File: src/common/stepper_pkg.sv
`default_nettype none

package stepper_pkg;

  localparam int step_count_w = 16;  // Steps per move
  localparam int period_w = 16;      // Step period in clock ticks
  localparam int phase_w = 3;        // Index into the 8-entry coil table

  // One move request sampled on start
  typedef struct packed {
    logic [step_count_w-1:0] steps;
    logic [period_w-1:0]     period;     // At least 2
    logic                    dir;        // 1 forward, 0 reverse
    logic                    half_step;
  } move_cmd_t;

  // H-bridge inputs with a1 in the MSB
  typedef struct packed {
    logic a1;
    logic a2;
    logic b1;
    logic b2;
  } coil_t;

  // Half-step sequence for a bipolar motor
  // Even entries drive both coils, odd entries one coil
  localparam coil_t coil_table [8] = '{
    coil_t'(4'b1010),
    coil_t'(4'b0010),
    coil_t'(4'b0110),
    coil_t'(4'b0100),
    coil_t'(4'b0101),
    coil_t'(4'b0001),
    coil_t'(4'b1001),
    coil_t'(4'b1000)
  };

endpackage

`default_nettype wire

File: src/hw/step_timer.sv
`default_nettype none

module step_timer (
  input  logic                             CLK,
  input  logic                             rst_n,
  input  logic                             run_en,
  input  logic [stepper_pkg::period_w-1:0] period,
  output logic                             step_tick
);

  logic [stepper_pkg::period_w-1:0] count;
  logic                             at_end;

  // Last tick of the current step period
  assign at_end = (count == period - stepper_pkg::period_w'(1));

  always_ff @(posedge CLK) begin
    if (!rst_n) begin
      count <= '0;
    end else if (!run_en) begin
      count <= '0;  // Restart cleanly on the next move
    end else if (at_end) begin
      count <= '0;
    end else begin
      count <= count + stepper_pkg::period_w'(1);
    end
  end

  // One pulse per period while the move runs
  assign step_tick = run_en && at_end;

endmodule

`default_nettype wire

File: src/hw/move_fsm.sv
`default_nettype none

module move_fsm (
  input  logic                             CLK,
  input  logic                             rst_n,
  input  stepper_pkg::move_cmd_t           cmd,
  input  logic                             start,
  input  logic                             stop,
  input  logic                             step_tick,
  output logic                             run_en,
  output logic [stepper_pkg::period_w-1:0] period,
  output logic                             advance,
  output logic                             dir,
  output logic                             half_step,
  output logic                             energize,
  output logic                             busy,
  output logic                             done
);

  typedef enum logic [1:0] {
    st_idle,
    st_run,
    st_finish
  } state_t;

  state_t                               state;
  stepper_pkg::move_cmd_t               cmd_q;
  logic [stepper_pkg::step_count_w-1:0] remaining;
  logic                                 accept;

  assign accept = (state == st_idle) && start;  // Start while busy falls through

  // Command held for the whole move
  always_ff @(posedge CLK) begin
    if (accept) begin
      cmd_q <= cmd;
    end
  end

  assign period = cmd_q.period;
  assign dir = cmd_q.dir;
  assign half_step = cmd_q.half_step;

  always_ff @(posedge CLK) begin
    if (!rst_n) begin
      state <= st_idle;
      remaining <= '0;
      run_en <= 1'b0;
      advance <= 1'b0;
      energize <= 1'b0;
      busy <= 1'b0;
      done <= 1'b0;
    end else begin
      advance <= 1'b0;
      energize <= 1'b0;
      done <= 1'b0;
      case (state)
        st_idle: begin
          if (accept) begin
            state <= st_run;
            remaining <= cmd.steps;
            run_en <= 1'b1;
            energize <= 1'b1;  // Show the held pattern first
          end
        end
        st_run: begin
          if (stop) begin
            // Abort with the coils left holding
            state <= st_idle;
            run_en <= 1'b0;
            busy <= 1'b0;
          end else begin
            busy <= 1'b1;
            if (remaining == '0) begin
              state <= st_finish;
              run_en <= 1'b0;
            end else if (step_tick) begin
              remaining <= remaining - stepper_pkg::step_count_w'(1);
              advance <= 1'b1;
            end
          end
        end
        st_finish: begin
          state <= st_idle;
          busy <= 1'b0;
          done <= !stop;  // A late stop still suppresses done
        end
        default: begin
          state <= st_idle;
          run_en <= 1'b0;
          busy <= 1'b0;
        end
      endcase
    end
  end

endmodule

`default_nettype wire

File: src/stepper/phase_sequencer.sv
`default_nettype none

module phase_sequencer (
  input  logic                CLK,
  input  logic                rst_n,
  input  logic                advance,
  input  logic                dir,
  input  logic                half_step,
  input  logic                energize,
  output stepper_pkg::coil_t  coils,
  output logic                pwm_a,
  output logic                pwm_b
);

  logic [stepper_pkg::phase_w-1:0] phase;
  logic [stepper_pkg::phase_w-1:0] delta;
  logic [stepper_pkg::phase_w-1:0] next_phase;
  stepper_pkg::coil_t              cur_pat;
  stepper_pkg::coil_t              next_pat;

  // Full step skips the odd entries
  assign delta = half_step ? stepper_pkg::phase_w'(1) : stepper_pkg::phase_w'(2);

  // Index wraps modulo 8 in both directions
  assign next_phase = dir ? (phase + delta) : (phase - delta);

  assign cur_pat = stepper_pkg::coil_table[phase];
  assign next_pat = stepper_pkg::coil_table[next_phase];

  // Position is kept across moves
  always_ff @(posedge CLK) begin
    if (!rst_n) begin
      phase <= '0;
    end else if (advance) begin
      phase <= next_phase;
    end
  end

  // Bridge outputs
  always_ff @(posedge CLK) begin
    if (!rst_n) begin
      coils <= '0;  // Motor unpowered until the first move
      pwm_a <= 1'b0;
      pwm_b <= 1'b0;
    end else if (energize) begin
      coils <= cur_pat;
      pwm_a <= cur_pat.a1 | cur_pat.a2;
      pwm_b <= cur_pat.b1 | cur_pat.b2;
    end else if (advance) begin
      coils <= next_pat;
      pwm_a <= next_pat.a1 | next_pat.a2;
      pwm_b <= next_pat.b1 | next_pat.b2;
    end
    // Otherwise hold for holding torque
  end

endmodule

`default_nettype wire

File: src/hw/stepper_ctrl.sv
`default_nettype none

module stepper_ctrl (
  input  logic                   CLK,
  input  logic                   rst_n,
  input  stepper_pkg::move_cmd_t cmd,
  input  logic                   start,
  input  logic                   stop,
  output stepper_pkg::coil_t     coils,
  output logic                   pwm_a,
  output logic                   pwm_b,
  output logic                   busy,
  output logic                   done
);

  logic                             run_en;
  logic [stepper_pkg::period_w-1:0] period;
  logic                             step_tick;
  logic                             advance;
  logic                             dir;
  logic                             half_step;
  logic                             energize;

  // Step pacing
  step_timer u_step_timer (
    .CLK       (CLK),
    .rst_n     (rst_n),
    .run_en    (run_en),
    .period    (period),
    .step_tick (step_tick)
  );

  move_fsm u_move_fsm (
    .CLK       (CLK),
    .rst_n     (rst_n),
    .cmd       (cmd),
    .start     (start),
    .stop      (stop),
    .step_tick (step_tick),
    .run_en    (run_en),
    .period    (period),
    .advance   (advance),
    .dir       (dir),
    .half_step (half_step),
    .energize  (energize),
    .busy      (busy),
    .done      (done)
  );

  // Coil drive
  phase_sequencer u_phase_sequencer (
    .CLK       (CLK),
    .rst_n     (rst_n),
    .advance   (advance),
    .dir       (dir),
    .half_step (half_step),
    .energize  (energize),
    .coils     (coils),
    .pwm_a     (pwm_a),
    .pwm_b     (pwm_b)
  );

endmodule

`default_nettype wire

File: config.mk
export PLATFORM = sky130hd
export DESIGN_NAME = stepper_ctrl
export DESIGN_NICKNAME = d
export VERILOG_FILES = /design/src/common/stepper_pkg.sv /design/src/hw/step_timer.sv /design/src/hw/move_fsm.sv /design/src/stepper/phase_sequencer.sv /design/src/hw/stepper_ctrl.sv
export SDC_FILE = /design/constraint.sdc
export NUM_CORES = 1
export LEC_CHECK = 0
export ABC_AREA = 1
export BUFFER_PORTS_ARGS = -buffer_cell sky130_fd_sc_hd__buf_2
export CAP_MARGIN = 30
export CORE_ASPECT_RATIO = 0.9
export CORE_UTILIZATION = 45
export DETAILED_ROUTE_END_ITERATION = 16
export SLEW_MARGIN = 20
export SYNTH_ARGS = -nofsm -noshare
export SYNTH_HDL_FRONTEND = slang
export SYNTH_HIERARCHICAL = 1
export SYNTH_SLANG_ARGS = --single-unit
File: constraint.sdc
create_clock -name CLK -period 3.35 [get_ports CLK]
set_input_delay 0.335 -clock CLK [delete_from_list [all_inputs] [get_ports CLK]]
set_output_delay 0.335 -clock CLK [all_outputs]
set_load 0.01 [all_outputs]
### Yosys cells after proc, flatten, opt, wreduce, memory -nomap -nowiden

Memory sizes are Yosys's and may differ from the RTL's.
Index checks and enable logic that the tools add are counted.

| storage, ports and cells | value |
|---|---|
| bits in registers | 66 |
| bits in read-only memories | 64 |
| word-level logic and storage cells | 88 |
| memories kept | 2 |

| cells by class | value |
|---|---|
| $add $sub $neg | 5 |
| order comparisons | 2 |
| eq/ne operators | 8 |
| muxes and demuxes | 29 |
| bitwise logic cells | 10 |
| reductions and logical operators | 14 |

Memories:

| memory | depth | width | read ports | clocked after memory_dff | wr ports | RTL line | RTL |
|---|---|---|---|---|---|---|---|
| (no name shown) | 8 | 4 | 1 | 0 | 0 | phase_sequencer.sv:27 | `assign cur_pat = stepper_pkg::coil_table[phase];` |
| (no name shown) | 8 | 4 | 1 | 0 | 0 | phase_sequencer.sv:28 | `assign next_pat = stepper_pkg::coil_table[next_phase];` |

Operator list:

| kind | number |
|---|---|
| two-way mux 16 bit | 4 |
| one-hot mux 16 bit (2 select lines) | 1 |
| subtractor 16 x 1 -> 16 bit (second input constant) | 2 |
| two-way mux 4 bit | 6 |
| adder 16 x 1 -> 16 bit (second input constant) | 1 |
| equality test 16 bit | 1 |
| zero test 16 bit | 1 |
| two-way mux 1 bit | 10 |
| >= comparator 4 bit (second input constant) | 2 |
| two-way mux 2 bit | 4 |
| NOT 3 -> 4 bit | 2 |
| != test 2 bit (second input constant) | 3 |
| AND reduction 2 bit | 3 |
| AND reduction 5 bit | 1 |
| NOT 1 bit | 4 |
| OR 1 bit | 4 |
| one-hot mux 2 bit (2 select lines) | 1 |
| nonzero test 2 bit | 2 |
| OR reduction 4 bit | 1 |
| adder 3 bit | 1 |
| two-way mux 3 bit | 1 |
| != test 3 x 2 -> 1 bit (second input constant) | 1 |
| one-hot mux 1 bit (3 select lines) | 1 |
| AND reduction 3 bit | 1 |
| other kinds (9) | 10 |

### Logic depth before layout (Yosys ltp)

Gate-level depths: netlist of run 1.

| logic depth | value |
|---|---|
| depth after elaboration | 10 |
| mapped depth | 22 |
| depth with buffers taken out | 21 |

### Cells and area by module

Netlist of run 1, hierarchy kept.

Modules (own cells, without submodules):

| module | times used | cells an instance | area an instance (um^2) |
|---|---|---|---|
| move_fsm | 1 | 251 | 2057.0 |
| step_timer | 1 | 242 | 1441.4 |
| phase_sequencer | 1 | 76 | 508.0 |

### Least setup slack after synthesis of run 1

No wires, ideal clock.

| timing | value |
|---|---|
| kind | register to register |
| from | register u_move_fsm.cmd_q (netlist bit u_move_fsm/period[0]) |
| to | register u_move_fsm/remaining[7] in the netlist's numbering |
| arrival time | 2.175 ns |
| required time | 3.281 ns |
| slack | 1.106 ns |
| stages on the path, launching flop included | 21 |
| period minus slack after synthesis | 2.244 ns |
| cells stage by stage | edfxtp_1 inv_2 ha_1 nand2_2 nor2_4 nand3b_1 nand2_1 nand2_1 inv_1 nand2_1 nor2_1 nand2_2 nor2_1 inv_1 nor2_4 nand2_2 nand2_2 buf_6 buf_12 nand2_2 a21oi_2 |

| between the ends | value |
|---|---|
| word-level cells in the longest chain between the ends | 5 |

RTL lines:

| item | RTL line | RTL |
|---|---|---|
| start: declaration | move_fsm.sv:27 | `stepper_pkg::move_cmd_t cmd_q;` |
| start signal: assignment | move_fsm.sv:36 | `cmd_q <= cmd;` |
| subtractor 16 x 1 -> 16 bit | step_timer.sv:15 | `assign at_end = (count == period - stepper_pkg::period_w'(1));` |
| equality test 16 bit | step_timer.sv:15 |  |
| logical AND 1 bit | step_timer.sv:30 | `assign step_tick = run_en && at_end;` |
| named net step_tick | stepper_ctrl.sv:18 | `logic step_tick;` |
| != test 2 bit (no line) | n/a |  |
| AND reduction 5 bit (no line) | n/a |  |
| end signal: assignment | move_fsm.sv:61 | `remaining <= cmd.steps;` |
| end signal: assignment | move_fsm.sv:78 | `remaining <= remaining - stepper_pkg::step_count_w'(1);` |
| end: declaration | move_fsm.sv:28 | `logic [stepper_pkg::step_count_w-1:0] remaining;` |

The timed path passes the listed nets, and every way through them passes these cells.
A chain may end at the register's enable or synchronous reset.

### Final worst setup path of run 1

| timing | value |
|---|---|
| from | register u_move_fsm.cmd_q (netlist bit u_move_fsm/period[0]) |
| to | register u_move_fsm/remaining[5] in the netlist's numbering |

Same word-level chain as after synthesis.

==> results.yml, run 1 <==
setup_path:
  crit_arrival_ns: 3.03
  worst-setup-path-type: "reg2reg"
  timing.critical_path.mode_cell: "sky130_fd_sc_hd__nand2_2"
  timing.critical_path.from_type: "flop"
  worstSetupEndpointType: "flop"
  crit_path_cell_trace: "inv_2 -> ha_1 -> nand2_2 -> nor2_4 -> nand2_1 -> nand2_1 -> o21ai_1 -> inv_1 -> nand2_1 -> nor2_1 -> nand2_2 -> nor2_1 -> inv_1 -> nor2_4 -> nand2_2 -> nand2_2 -> inv_2 -> o21ai_0 -> nor2_1"
  rr_worst_depth: 19
  critPathMaxFanout: 13
  worst_path_max_delay_cell: "sky130_fd_sc_hd__edfxtp_1"
  required_ns: 3.60
  cp_slowest_stage_delay_ns: 0.43
  ff2ff_setup_slack_ns: 0.57
global_route:
  grt_pass1_vias: 3312
  grt_overflow_total: 0
  antenna_found_initial: 0
  groute.usage.overall_pct: 20.16
  maximum_number_of_pins_on_one_net_before_global_route_repair: 22
  grt_first_pass_wirelength_um: 14600
routing:
  via_count: 3538
  detail_route.iter0.violations: 169
  detailedRoute.firstPassIterationCount: 6
  avgRoutedWirePerCell_um: 11.65
  routed_via_density: 4.768
  antenna_viol_nets_final: 0
  wirelength_um: 8645
  drt_drc_violations_left: 0
die:
  floorplan.die.width_um: 101.5
  core-area_um2: 8608
  effective_utilization_at_floorplan_pct: 46.54
  die-area_um2: 9285
  num_rows: 32
  num_io_pins: 46
  floorplan.die.height_um: 91.52
synth:
  portion_of_synthesized_cell_area_occupied_by_the_leading_cell_type_pct: 23.99
  syn_avg_cell_area_um2: 7.041
  syn-num-nets: 612
  post_synth_inst_count: 569
  synth.top_cells.by_area: "sky130_fd_sc_hd__dfxtp_1 (24%), sky130_fd_sc_hd__edfxtp_1 (13%), sky130_fd_sc_hd__nand2_1 (13%), sky130_fd_sc_hd__nor2_1 (7.8%), sky130_fd_sc_hd__inv_1 (7.0%)"
  synth.cell_area_um2: 4006
  ys_async_sr_fraction_pct: 0
  synth_cell_type_count: 40
  ys.warnings.count: 6
  cell_taking_the_most_area_after_synthesis: "sky130_fd_sc_hd__dfxtp_1"
  synth_edf_count: 18
  synth_ff_type: "sky130_fd_sc_hd__dfxtp_1"
  seq_area_frac_synth_pct: 37.48
  synth_seq_cells: 66
layout:
  multiInputGateArea_um2: 2115
  antenna_cells: 0
  design.final.nets: 661
  area_growth_from_synthesis_to_layout_pct: 13.15
  layout.filler_cells: 860
  seqCellArea_um2: 1501
  layout.core_utilization_pct: 52.66
  post_route_cells_drive_above_1_share_pct: 19.58
sta:
  final.setup.worst_slack_ns: 0.5670
  grt_setup_unrepaired: "no"
  slew_violations: 0
  finalHoldViolations: 0
  timing.final.setup_violations: 0
  fin_skew_ns: 0.01134
  worstMarginPinSlew_ns: 0.7872
  timing.slew.headroom_pct: 47.46
  final.setup.tns_ns: 0
  finalCritPeriodShare_pct: 83.07
  final_period_minus_worst_setup_slack_ns: 2.783
  timing.fmax_ghz: 0.3593
  hold_slack_ns: 0.1561
cts:
  post_cts_buffers: 0
  cts_repair_resize_count: 0
  post_cts_hold_buffer_count: 0
  tritoncts: "done"
  worstSkewPairLatency_ns: 0.35
  cts_inserted_buffers: 9
  clock_tree.root_cell: "sky130_fd_sc_hd__clkbuf_8"
  clkTransAtPathRegs_ns: 0.08
  cts.sinks: 66
  htree_num_levels: 3
  cts.path.max_buffers: 2
power_and_ir_drop:
  sequentialPowerShare_pct: 44.8
  internal_power_w: 0.001419
  comb_power_share_pct: 17.4
  swShare_pct: 29.88
  post_layout_power_w: 0.002024
  clock_power_share_pct: 37.7
  worst_ir_drop_vdd_v: 0.0002691
  p_switching_w: 0.0006048
  pwr_density_cell_nw_per_um2: 446.5
  static-leakage-power_nw: 2.036
job:
  drv.max_cap_violation_count: 0
placed_design:
  place_hpwl_um: 6488
  placement.io_buffers: 45
  preCtsSetupSlack_ns: 0.5910
  globalplace.congestion: 0.8925
status:
  status: "finished, final reports clean"
hold_path:
  hp-class: "in2reg"
  hold-path-cell-count: 1
-- final timing paths --
kind | start | endpoint
setup reg to reg | u_move_fsm/period[0] | u_move_fsm/remaining[5]
hold reg to reg | u_move_fsm/busy | u_move_fsm/busy
hold / removal | cmd[4] | u_move_fsm/period[2]
setup / recovery | u_move_fsm/period[0] | u_move_fsm/remaining[5]
-- worst max-delay path: cells and delay by family (launching register included) --
kind	cells	cell delay, ns
simple gates	12	1.30
buf+inv	4	0.44
flops	1	0.43
compound gates	2	0.26
fa+ha+maj	1	0.24
-- synthesized netlist by cell type (7+ instances only) --
cell type / n
sky130_fd_sc_hd__nor2_1: 83
sky130_fd_sc_hd__nand2_1: 142
sky130_fd_sc_hd__edfxtp_1: 18
sky130_fd_sc_hd__nor2_2: 15
sky130_fd_sc_hd__inv_1: 75
sky130_fd_sc_hd__a21oi_1: 15
sky130_fd_sc_hd__xor2_1: 14
sky130_fd_sc_hd__nand3_1: 43
sky130_fd_sc_hd__nand2_2: 8
sky130_fd_sc_hd__a21oi_2: 7
sky130_fd_sc_hd__o21ai_0: 28
sky130_fd_sc_hd__dfxtp_1: 48
-- per-stage QoR --
| step | std cells | cell area, um2 |
|---|---|---|
| 6_report | 742 | 4533 |
| 5_1_grt | 742 | 4533 |
| 4_1_cts | 742 | 4533 |
| 3_5_place_dp | 726 | 4309 |
| 3_3_place_gp | 726 | 4309 |
| 2_1_floorplan | 569 | 4006 |
-- flip-flops by register name, summed over array words and instances, names as in the netlist --
signal                   flops
u_phase_sequencer/pwm_b      1
u_move_fsm/remaining        16
u_move_fsm/state             2
u_step_timer/count          16
u_phase_sequencer/phase      3
u_move_fsm/energize          1
u_move_fsm/busy              1
u_move_fsm/half_step         1
u_move_fsm/dir               1
u_move_fsm/run_en            1
u_move_fsm/advance           1
u_phase_sequencer/pwm_a      1
u_move_fsm/done              1
u_move_fsm/period           16
u_phase_sequencer/coils      4
-- cells by family (layout without fill, tap and decap cells) --
group	count (synthesis)	after routing	synth area share (%)
compound gates	61	61	8.900
simple gates	326	326	37.41
fa+ha+maj	5	5	1.749
xor+xnor	20	20	4.716
flops	66	66	37.48
buf+inv	91	145	9.744
-- cell usage in the layout (no fill, tap or decap), types with 2 or more instances in the layout --
master                        n
sky130_fd_sc_hd__a211oi_1     2
sky130_fd_sc_hd__a21oi_1     15
sky130_fd_sc_hd__a21oi_2      7
sky130_fd_sc_hd__buf_2       45
sky130_fd_sc_hd__bufinv_16    2
sky130_fd_sc_hd__clkbuf_8     9
sky130_fd_sc_hd__clkinv_1     2
sky130_fd_sc_hd__clkinv_4     2
sky130_fd_sc_hd__dfxtp_1     48
sky130_fd_sc_hd__edfxtp_1    18
sky130_fd_sc_hd__ha_1         4
sky130_fd_sc_hd__inv_1       75
sky130_fd_sc_hd__inv_2        6
sky130_fd_sc_hd__inv_6        2
sky130_fd_sc_hd__nand2_1    142
sky130_fd_sc_hd__nand2_2      8
sky130_fd_sc_hd__nand2_4      2
sky130_fd_sc_hd__nand3_1     43
sky130_fd_sc_hd__nand3_2      5
sky130_fd_sc_hd__nand3b_1     3
sky130_fd_sc_hd__nand4_1      6
sky130_fd_sc_hd__nor2_1      83
sky130_fd_sc_hd__nor2_2      15
sky130_fd_sc_hd__nor2_4       6
sky130_fd_sc_hd__nor3_1       3
sky130_fd_sc_hd__o211ai_1     2
sky130_fd_sc_hd__o21ai_0     28
sky130_fd_sc_hd__o21ai_2      3
sky130_fd_sc_hd__o22ai_1      2
sky130_fd_sc_hd__or2_2        6
sky130_fd_sc_hd__xnor2_1      5
sky130_fd_sc_hd__xor2_1      14
-- power by group through the flow --
| stage | clock (W) | sequential [W] | combinational, W |
|---|---|---|---|
| floorplan | 0 | 0.000918 | 0.000278 |
| global placement | 0 | 0.000925 | 0.000348 |
| detailed placement | 0 | 0.000926 | 0.000352 |
| CTS | 0.000789 | 0.000908 | 0.000354 |
| global route | 0.000817 | 0.000914 | 0.000401 |
| finish | 0.000764 | 0.000908 | 0.000353 |
-- final cells by class --
| type | count | share of cell area [%] |
|---|---|---|
| clock buffers | 9 | 2.733 |
| clock inverters | 7 | 2.208 |
| inverters | 83 | 6.873 |
| multi-input cells | 412 | 46.65 |
| flip-flops and latches | 66 | 33.12 |
| well taps | 119 | 3.285 |
| repair buffers | 46 | 5.134 |
-- routing by layer --
| metal | track usage, % | up-vias | routed length, um |
|---|---|---|---|
| li1 | - | 1892 | - |
| met1 | 25.76 | 1585 | 4324 |
| met2 | 33.16 | 52 | 3930 |
| met3 | 5.004 | 9 | 292 |
| met4 | 6.280 | 0 | 98 |
| met5 | 0 | - | 0 |
Note: power is estimated with default switching activity, not from simulation.
==> inputs of run 2 (changes only) <==
--- a/config.mk
+++ b/config.mk
@@ -11,6 +11,7 @@
 export CORE_ASPECT_RATIO = 0.9
 export CORE_UTILIZATION = 45
 export DETAILED_ROUTE_END_ITERATION = 16
+export PLACE_DENSITY = 0.67
 export SLEW_MARGIN = 20
 export SYNTH_ARGS = -nofsm -noshare
 export SYNTH_HDL_FRONTEND = slang
==> constraint.sdc (replaced) <==
create_clock -name CLK -period 2.47 [get_ports CLK]
set_input_delay 0.247 -clock CLK [delete_from_list [all_inputs] [get_ports CLK]]
set_output_delay 0.247 -clock CLK [all_outputs]
set_load 0.01 [all_outputs]
==> run 2 against run 1 <==
  * Die area unchanged
  * Fmax increased by 16%
  * Clock skew up 0.0020 ns
  * Sequential share of layout area fell by 1.8 points
  * Critical path depth is 3 higher
  * Clock-buffer cell count did not move
  * Final cell count rose by 2.4%
  * Sequential cell count did not move
  * Clock power rose by 19%
  * Core utilization grew 3.0 points
  * Highest routed layer unchanged
==> results.yml, run 2 (synthesized netlist as in run 1, its figures left out) <==
sta:
  grt_setup_unrepaired: "yes"
  slew_violations: 0
  hold_slack_ns: 0.07268
  timing.slew.headroom_pct: 50.40
  finalHoldViolations: 0
  fin_skew_ns: 0.01336
  timing.final.setup_violations: 0
  finalCritPeriodShare_pct: 97.44
  worstMarginPinSlew_ns: 0.7431
  final.setup.worst_slack_ns: 0.06313
  final_period_minus_worst_setup_slack_ns: 2.407
  timing.fmax_ghz: 0.4155
setup_path:
  reg2reg_from: "u_move_fsm/period[1]"
  worst-setup-path-type: "reg2reg"
  rr_worst_depth: 22
  crit-reg2reg-capture: "u_move_fsm/remaining[12]"
  required_ns: 2.71
  critPathMaxFanout: 5
  worstSetupEndpointType: "flop"
  ff2ff_setup_slack_ns: 0.06
  timing.critical_path.from_type: "flop"
  crit_arrival_ns: 2.65
layout:
  most-common-layout-cells: "sky130_fd_sc_hd__nand2_1 (137), sky130_fd_sc_hd__nor2_1 (74), sky130_fd_sc_hd__inv_1 (72), sky130_fd_sc_hd__dfxtp_1 (48), sky130_fd_sc_hd__buf_2 (45)"
  layout.core_utilization_pct: 55.63
  antenna_cells: 0
  area_growth_from_synthesis_to_layout_pct: 19.52
  final_design_area_no_fill_um2: 4788
  seqCellArea_um2: 1501
  post_route_cells_drive_above_1_share_pct: 24.96
  design.final.nets: 679
  layout.cells.most_common: "sky130_fd_sc_hd__nand2_1"
  multiInputGateArea_um2: 2213
  layout.filler_cells: 796
  post_layout_nonfiller_instances: 760
placed_design:
  post_place_cell_area_um2: 4374
  preCtsSetupSlack_ns: -0.05489
  placement.io_buffers: 45
  place_hpwl_um: 6389
  globalplace.congestion: 0.8736
  place.detailed.instances: 733
global_route:
  groute.usage.overall_pct: 20.06
  grt_overflow_total: 0
  grt_first_pass_wirelength_um: 14790
  grt_pass1_vias: 3548
  maximum_number_of_pins_on_one_net_before_global_route_repair: 22
  antenna_found_initial: 0
cts:
  htree_num_levels: 3
  cts_inserted_buffers: 9
  cts.sinks: 66
  cts.path.max_buffers: 2
  tritoncts: "done"
  worstSkewPairLatency_ns: 0.34
  clkTransAtPathRegs_ns: 0.08
  clock_tree.root_cell: "sky130_fd_sc_hd__clkbuf_8"
hold_path:
  hold_end: "u_move_fsm/period[9]"
  hp-class: "in2reg"
  hold-path-cell-count: 1
  timing.hold.worst.start: "cmd[11]"
die:
  die-area_um2: 9285
  num_io_pins: 46
  num_rows: 32
  floorplan.die.width_um: 101.5
  effective_utilization_at_floorplan_pct: 46.54
  core-area_um2: 8608
  floorplan.die.height_um: 91.52
power_and_ir_drop:
  pwr_density_cell_nw_per_um2: 561.2
  sequentialPowerShare_pct: 45.9
  swShare_pct: 30.76
  static-leakage-power_nw: 2.144
  internal_power_w: 0.001861
  worst_ir_drop_vdd_v: 0.0003747
  clock_power_share_pct: 33.8
  comb_power_share_pct: 20.3
  p_switching_w: 0.0008266
job:
  drv.max_cap_violation_count: 0
routing:
  via_count: 3651
  detailedRoute.firstPassIterationCount: 4
  detail_route.iter0.violations: 123
  wirelength_um: 8723
  antenna_viol_nets_final: 0
  avgRoutedWirePerCell_um: 11.48
  drt_drc_violations_left: 0
  routed_via_density: 4.804
status:
  status: "finished, final reports clean"
[run 2: cell count changes in the layout (fill, tap and decap cells not counted), moves of 3 or more]
cell,delta
sky130_fd_sc_hd__o21ai_0,-3
sky130_fd_sc_hd__nor2_2,+7
sky130_fd_sc_hd__nor2_1,-9
sky130_fd_sc_hd__inv_1,-3
sky130_fd_sc_hd__nand2_4,+3
sky130_fd_sc_hd__nand2_1,-5
sky130_fd_sc_hd__buf_4,+14
[run 2: how the worst max path moves through the flow]
stage / startpoint / end / slack, ns / cells after the start
5_1_grt: u_move_fsm/period[1] / u_move_fsm/remaining[4] / -0.17 / 22
2_1_floorplan: u_move_fsm/period[0] / u_move_fsm/remaining[7] / 0.23 / 20
6_report: u_move_fsm/period[1] / u_move_fsm/remaining[12] / 0.06 / 22
3_5_place_dp: u_move_fsm/period[5] / u_move_fsm/remaining[10] / -0.05 / 19
3_3_place_gp: u_move_fsm/period[5] / u_move_fsm/remaining[10] / 0.04 / 19
4_1_cts: u_move_fsm/period[4] / u_move_fsm/remaining[11] / 0.002 / 19
[run 2: cell type report]
cell class / count / area share [%]
Clock inverter: 7 / 1.594
Sequential cell: 66 / 31.36
Multi-Input combinational cell: 412 / 46.22
Inverter: 83 / 6.663
Clock buffer: 9 / 2.587
Tap cell: 119 / 3.109
Timing Repair Buffer: 64 / 8.466
[run 2: through the flow]
step | setup TNS [ns] | total power [W]
detailed placement | -0.07190 | 0.001751
floorplan | 0 | 0.001622
finish | 0 | 0.002687
global route | -1.886 | 0.002838
CTS | 0 | 0.002674
global placement | 0 | 0.001740
[run 2: timing repair]
action | 4_1_cts | 5_1_grt
setup buffers | 4 | 5
cloned | 0 | 2
resized for setup | 5 | 34
pin swaps | 1 | 19
hold buffers | 0 | 0
setup endpoints to repair | 9 | 16
[run 2: routing by layer]
metal / vias to the layer above / part of all wire (%) / track usage [%]
met3: 14 / 3.0 / 3.310
met2: 60 / 47 / 33.16
li1: 1935 / - / -
met5: - / 0 / 0
met4: 0 / 1.7 / 11.11
met1: 1642 / 48 / 24.61
[run 2: critical path, stage by stage, from the launching register on]
cell	delay, ns
sky130_fd_sc_hd__edfxtp_1	0.42
sky130_fd_sc_hd__inv_2	0.07
sky130_fd_sc_hd__ha_4	0.26
sky130_fd_sc_hd__inv_2	0.03
sky130_fd_sc_hd__nand2_2	0.04
sky130_fd_sc_hd__nand2_1	0.05
sky130_fd_sc_hd__nor2_1	0.10
sky130_fd_sc_hd__nand2_1	0.06
sky130_fd_sc_hd__nor2_1	0.09
sky130_fd_sc_hd__nand2_1	0.06
sky130_fd_sc_hd__nor2_1	0.09
sky130_fd_sc_hd__nand2_1	0.07
sky130_fd_sc_hd__nor2_2	0.12
sky130_fd_sc_hd__nand2_2	0.08
sky130_fd_sc_hd__nor2_2	0.12
sky130_fd_sc_hd__inv_2	0.05
sky130_fd_sc_hd__nor2_4	0.09
sky130_fd_sc_hd__nand2_4	0.08
sky130_fd_sc_hd__nand2_8	0.11
sky130_fd_sc_hd__buf_6	0.14
sky130_fd_sc_hd__nand3b_1	0.08
sky130_fd_sc_hd__nand2_1	0.06
sky130_fd_sc_hd__nor2_1	0.04
[run 2: power groups by stage]
| stage | Clock [W] | Combinational (W) | Sequential [W] |
|---|---|---|---|
| 6_report | 0.000908 | 0.000546 | 0.00123 |
| 5_1_grt | 0.000982 | 0.000615 | 0.00124 |
| 4_1_cts | 0.000937 | 0.000506 | 0.00123 |
| 3_5_place_dp | 0 | 0.000495 | 0.00126 |
| 3_3_place_gp | 0 | 0.000485 | 0.00125 |
| 2_1_floorplan | 0 | 0.000377 | 0.00124 |
==> inputs of run 3 (changes only) <==
--- a/config.mk
+++ b/config.mk
@@ -11,7 +11,6 @@
 export CORE_ASPECT_RATIO = 0.9
 export CORE_UTILIZATION = 45
 export DETAILED_ROUTE_END_ITERATION = 16
-export PLACE_DENSITY = 0.67
 export SLEW_MARGIN = 20
 export SYNTH_ARGS = -nofsm -noshare
 export SYNTH_HDL_FRONTEND = slang
==> constraint.sdc (replaced) <==
create_clock -name CLK -period 3 [get_ports CLK]
set_input_delay 0.3 -clock CLK [delete_from_list [all_inputs] [get_ports CLK]]
set_output_delay 0.3 -clock CLK [all_outputs]
set_load 0.01 [all_outputs]
==> run 3 against run 2 <==
  * Combinational power shrank 28%
  * Clock power shrank 27%
  * Worst hold slack gained 0.046 ns
==> results.yml, run 3 (synthesized netlist as in run 1, its figures left out) <==
placed_design:
  globalplace.congestion: 0.8415
  post_place_cell_area_um2: 4309
  place_hpwl_um: 6461
  placement.io_buffers: 45
cts:
  tritoncts: "done"
  cts_inserted_buffers: 9
  clock_tree.root_cell: "sky130_fd_sc_hd__clkbuf_8"
  worstSkewPairLatency_ns: 0.35
  clkTransAtPathRegs_ns: 0.08
  cts.sinks: 66
  post_cts_buffers: 0
  cts_repair_resize_count: 0
  post_cts_hold_buffer_count: 0
  htree_num_levels: 3
  cts.path.max_buffers: 2
layout:
  layout.cells.most_common: "sky130_fd_sc_hd__nand2_1"
  design.final.nets: 661
  post_route_cells_drive_above_1_share_pct: 19.42
  final_design_area_no_fill_um2: 4481
  most-common-layout-cells: "sky130_fd_sc_hd__nand2_1 (142), sky130_fd_sc_hd__nor2_1 (83), sky130_fd_sc_hd__inv_1 (75), sky130_fd_sc_hd__dfxtp_1 (48), sky130_fd_sc_hd__buf_2 (45)"
  antenna_cells: 0
  layout.filler_cells: 869
  area_growth_from_synthesis_to_layout_pct: 11.84
  layout.core_utilization_pct: 52.05
die:
  floorplan.die.width_um: 101.5
  num_io_pins: 46
  die-area_um2: 9285
  num_rows: 32
  floorplan.die.height_um: 91.52
  core-area_um2: 8608
  effective_utilization_at_floorplan_pct: 46.54
global_route:
  maximum_number_of_pins_on_one_net_before_global_route_repair: 22
  grt_first_pass_wirelength_um: 14840
  antenna_found_initial: 0
  grt_overflow_total: 0
  groute.usage.overall_pct: 20.56
  grt_pass1_vias: 3354
sta:
  timing.final.setup_violations: 0
  slew_violations: 0
  hold_slack_ns: 0.1183
  fin_skew_ns: 0.01462
  worstMarginPinSlew_ns: 0.8038
  timing.slew.headroom_pct: 46.35
  finalHoldViolations: 0
  finalCritPeriodShare_pct: 87.88
  grt_setup_unrepaired: "no"
  final.setup.tns_ns: 0
  timing.fmax_ghz: 0.3793
  final_period_minus_worst_setup_slack_ns: 2.636
routing:
  routed_via_density: 4.708
  antenna_viol_nets_final: 0
  detail_route.iter0.violations: 135
  drt_drc_violations_left: 0
  wirelength_um: 8619
  via_count: 3493
  avgRoutedWirePerCell_um: 11.62
  detailedRoute.firstPassIterationCount: 4
status:
  status: "finished, final reports clean"
setup_path:
  worstSetupEndpointType: "flop"
  crit_arrival_ns: 2.87
  worst-setup-path-type: "reg2reg"
  timing.critical_path.from_type: "flop"
  critPathMaxFanout: 11
  required_ns: 3.23
power_and_ir_drop:
  pwr_density_cell_nw_per_um2: 463.3
  static-leakage-power_nw: 2.010
  worst_ir_drop_vdd_v: 0.0002327
hold_path:
  hp-class: "in2reg"
job:
  drv.max_cap_violation_count: 0
run 3: cell count changes in the layout (fill, tap and decap cells not counted), sizes merged:
cell	delta
clkinv	-1
inv	+1
bufinv	-1
buf	-17
run 3: area by class of cell:
cell class	instances	area, um2	area share (%)
flip-flops and latches	66	1501	33.51
clock buffers	10	127.6	2.848
clock inverters	6	38.79	0.8657
inverters	83	311.5	6.953
well taps	119	148.9	3.323
multi-input cells	412	2120	47.31
repair buffers	46	232.7	5.194
run 3: through the flow:
| stage | total power, W | setup slack (ns) | instances |
|---|---|---|---|
| after global routing | 0.002205 | 0.02428 | 742 |
| after global placement | 0.001422 | 0.3262 | 726 |
| after detailed placement | 0.001428 | 0.2893 | 726 |
| after floorplan | 0.001335 | 0.7558 | 569 |
| final | 0.002076 | 0.3637 | 742 |
| after CTS | 0.002109 | 0.2689 | 742 |
run 3: worst max-delay path, stage by stage (launching register included):
cell and delay (ns):
sky130_fd_sc_hd__edfxtp_1 0.42, sky130_fd_sc_hd__inv_2 0.12, sky130_fd_sc_hd__ha_1 0.24, sky130_fd_sc_hd__nand2_2 0.12
sky130_fd_sc_hd__nor2_4 0.18, sky130_fd_sc_hd__nand2_1 0.07, sky130_fd_sc_hd__nand2_1 0.06, sky130_fd_sc_hd__o21ai_1 0.06
sky130_fd_sc_hd__inv_1 0.06, sky130_fd_sc_hd__nand2_1 0.04, sky130_fd_sc_hd__nor2_1 0.16, sky130_fd_sc_hd__nand2_2 0.11
sky130_fd_sc_hd__nor2_1 0.09, sky130_fd_sc_hd__inv_1 0.07, sky130_fd_sc_hd__nor2_4 0.10, sky130_fd_sc_hd__nand2_2 0.07
sky130_fd_sc_hd__nand2_4 0.14, sky130_fd_sc_hd__buf_4 0.22, sky130_fd_sc_hd__nand2_1 0.08, sky130_fd_sc_hd__o21ai_2 0.06
sky130_fd_sc_hd__nor2_1 0.04
run 3: routing by layer:
layer / part of all wire, % / up-vias / track usage [%]
li1: - / 1886 / -
met1: 50 / 1549 / 26.18
met2: 46 / 56 / 32.37
met3: 3.9 / 2 / 6.236
met4: 0.44 / 0 / 7.850
met5: 0 / - / 0
run 3: path summary, 6_finish.rpt:
check,startpoint,end,slack [ns],depth (start not counted)
worst max-delay path,u_move_fsm/period[0],u_move_fsm/remaining[4],0.36,20
worst min-delay path,cmd[12],u_move_fsm/period[10],0.12,1
worst max register to register,u_move_fsm/period[0],u_move_fsm/remaining[4],0.36,20
worst min register to register,u_move_fsm/busy,u_move_fsm/busy,0.47,2
run 3: report_power, final:
part | switching [W] | internal, W | total (W) | leakage [nW]
sequential | 0.0000465 | 0.000967 | 0.00101 | 0.565
combinational | 0.000251 | 0.000143 | 0.000395 | 1.36
clock | 0.000367 | 0.000301 | 0.000667 | 0.0873
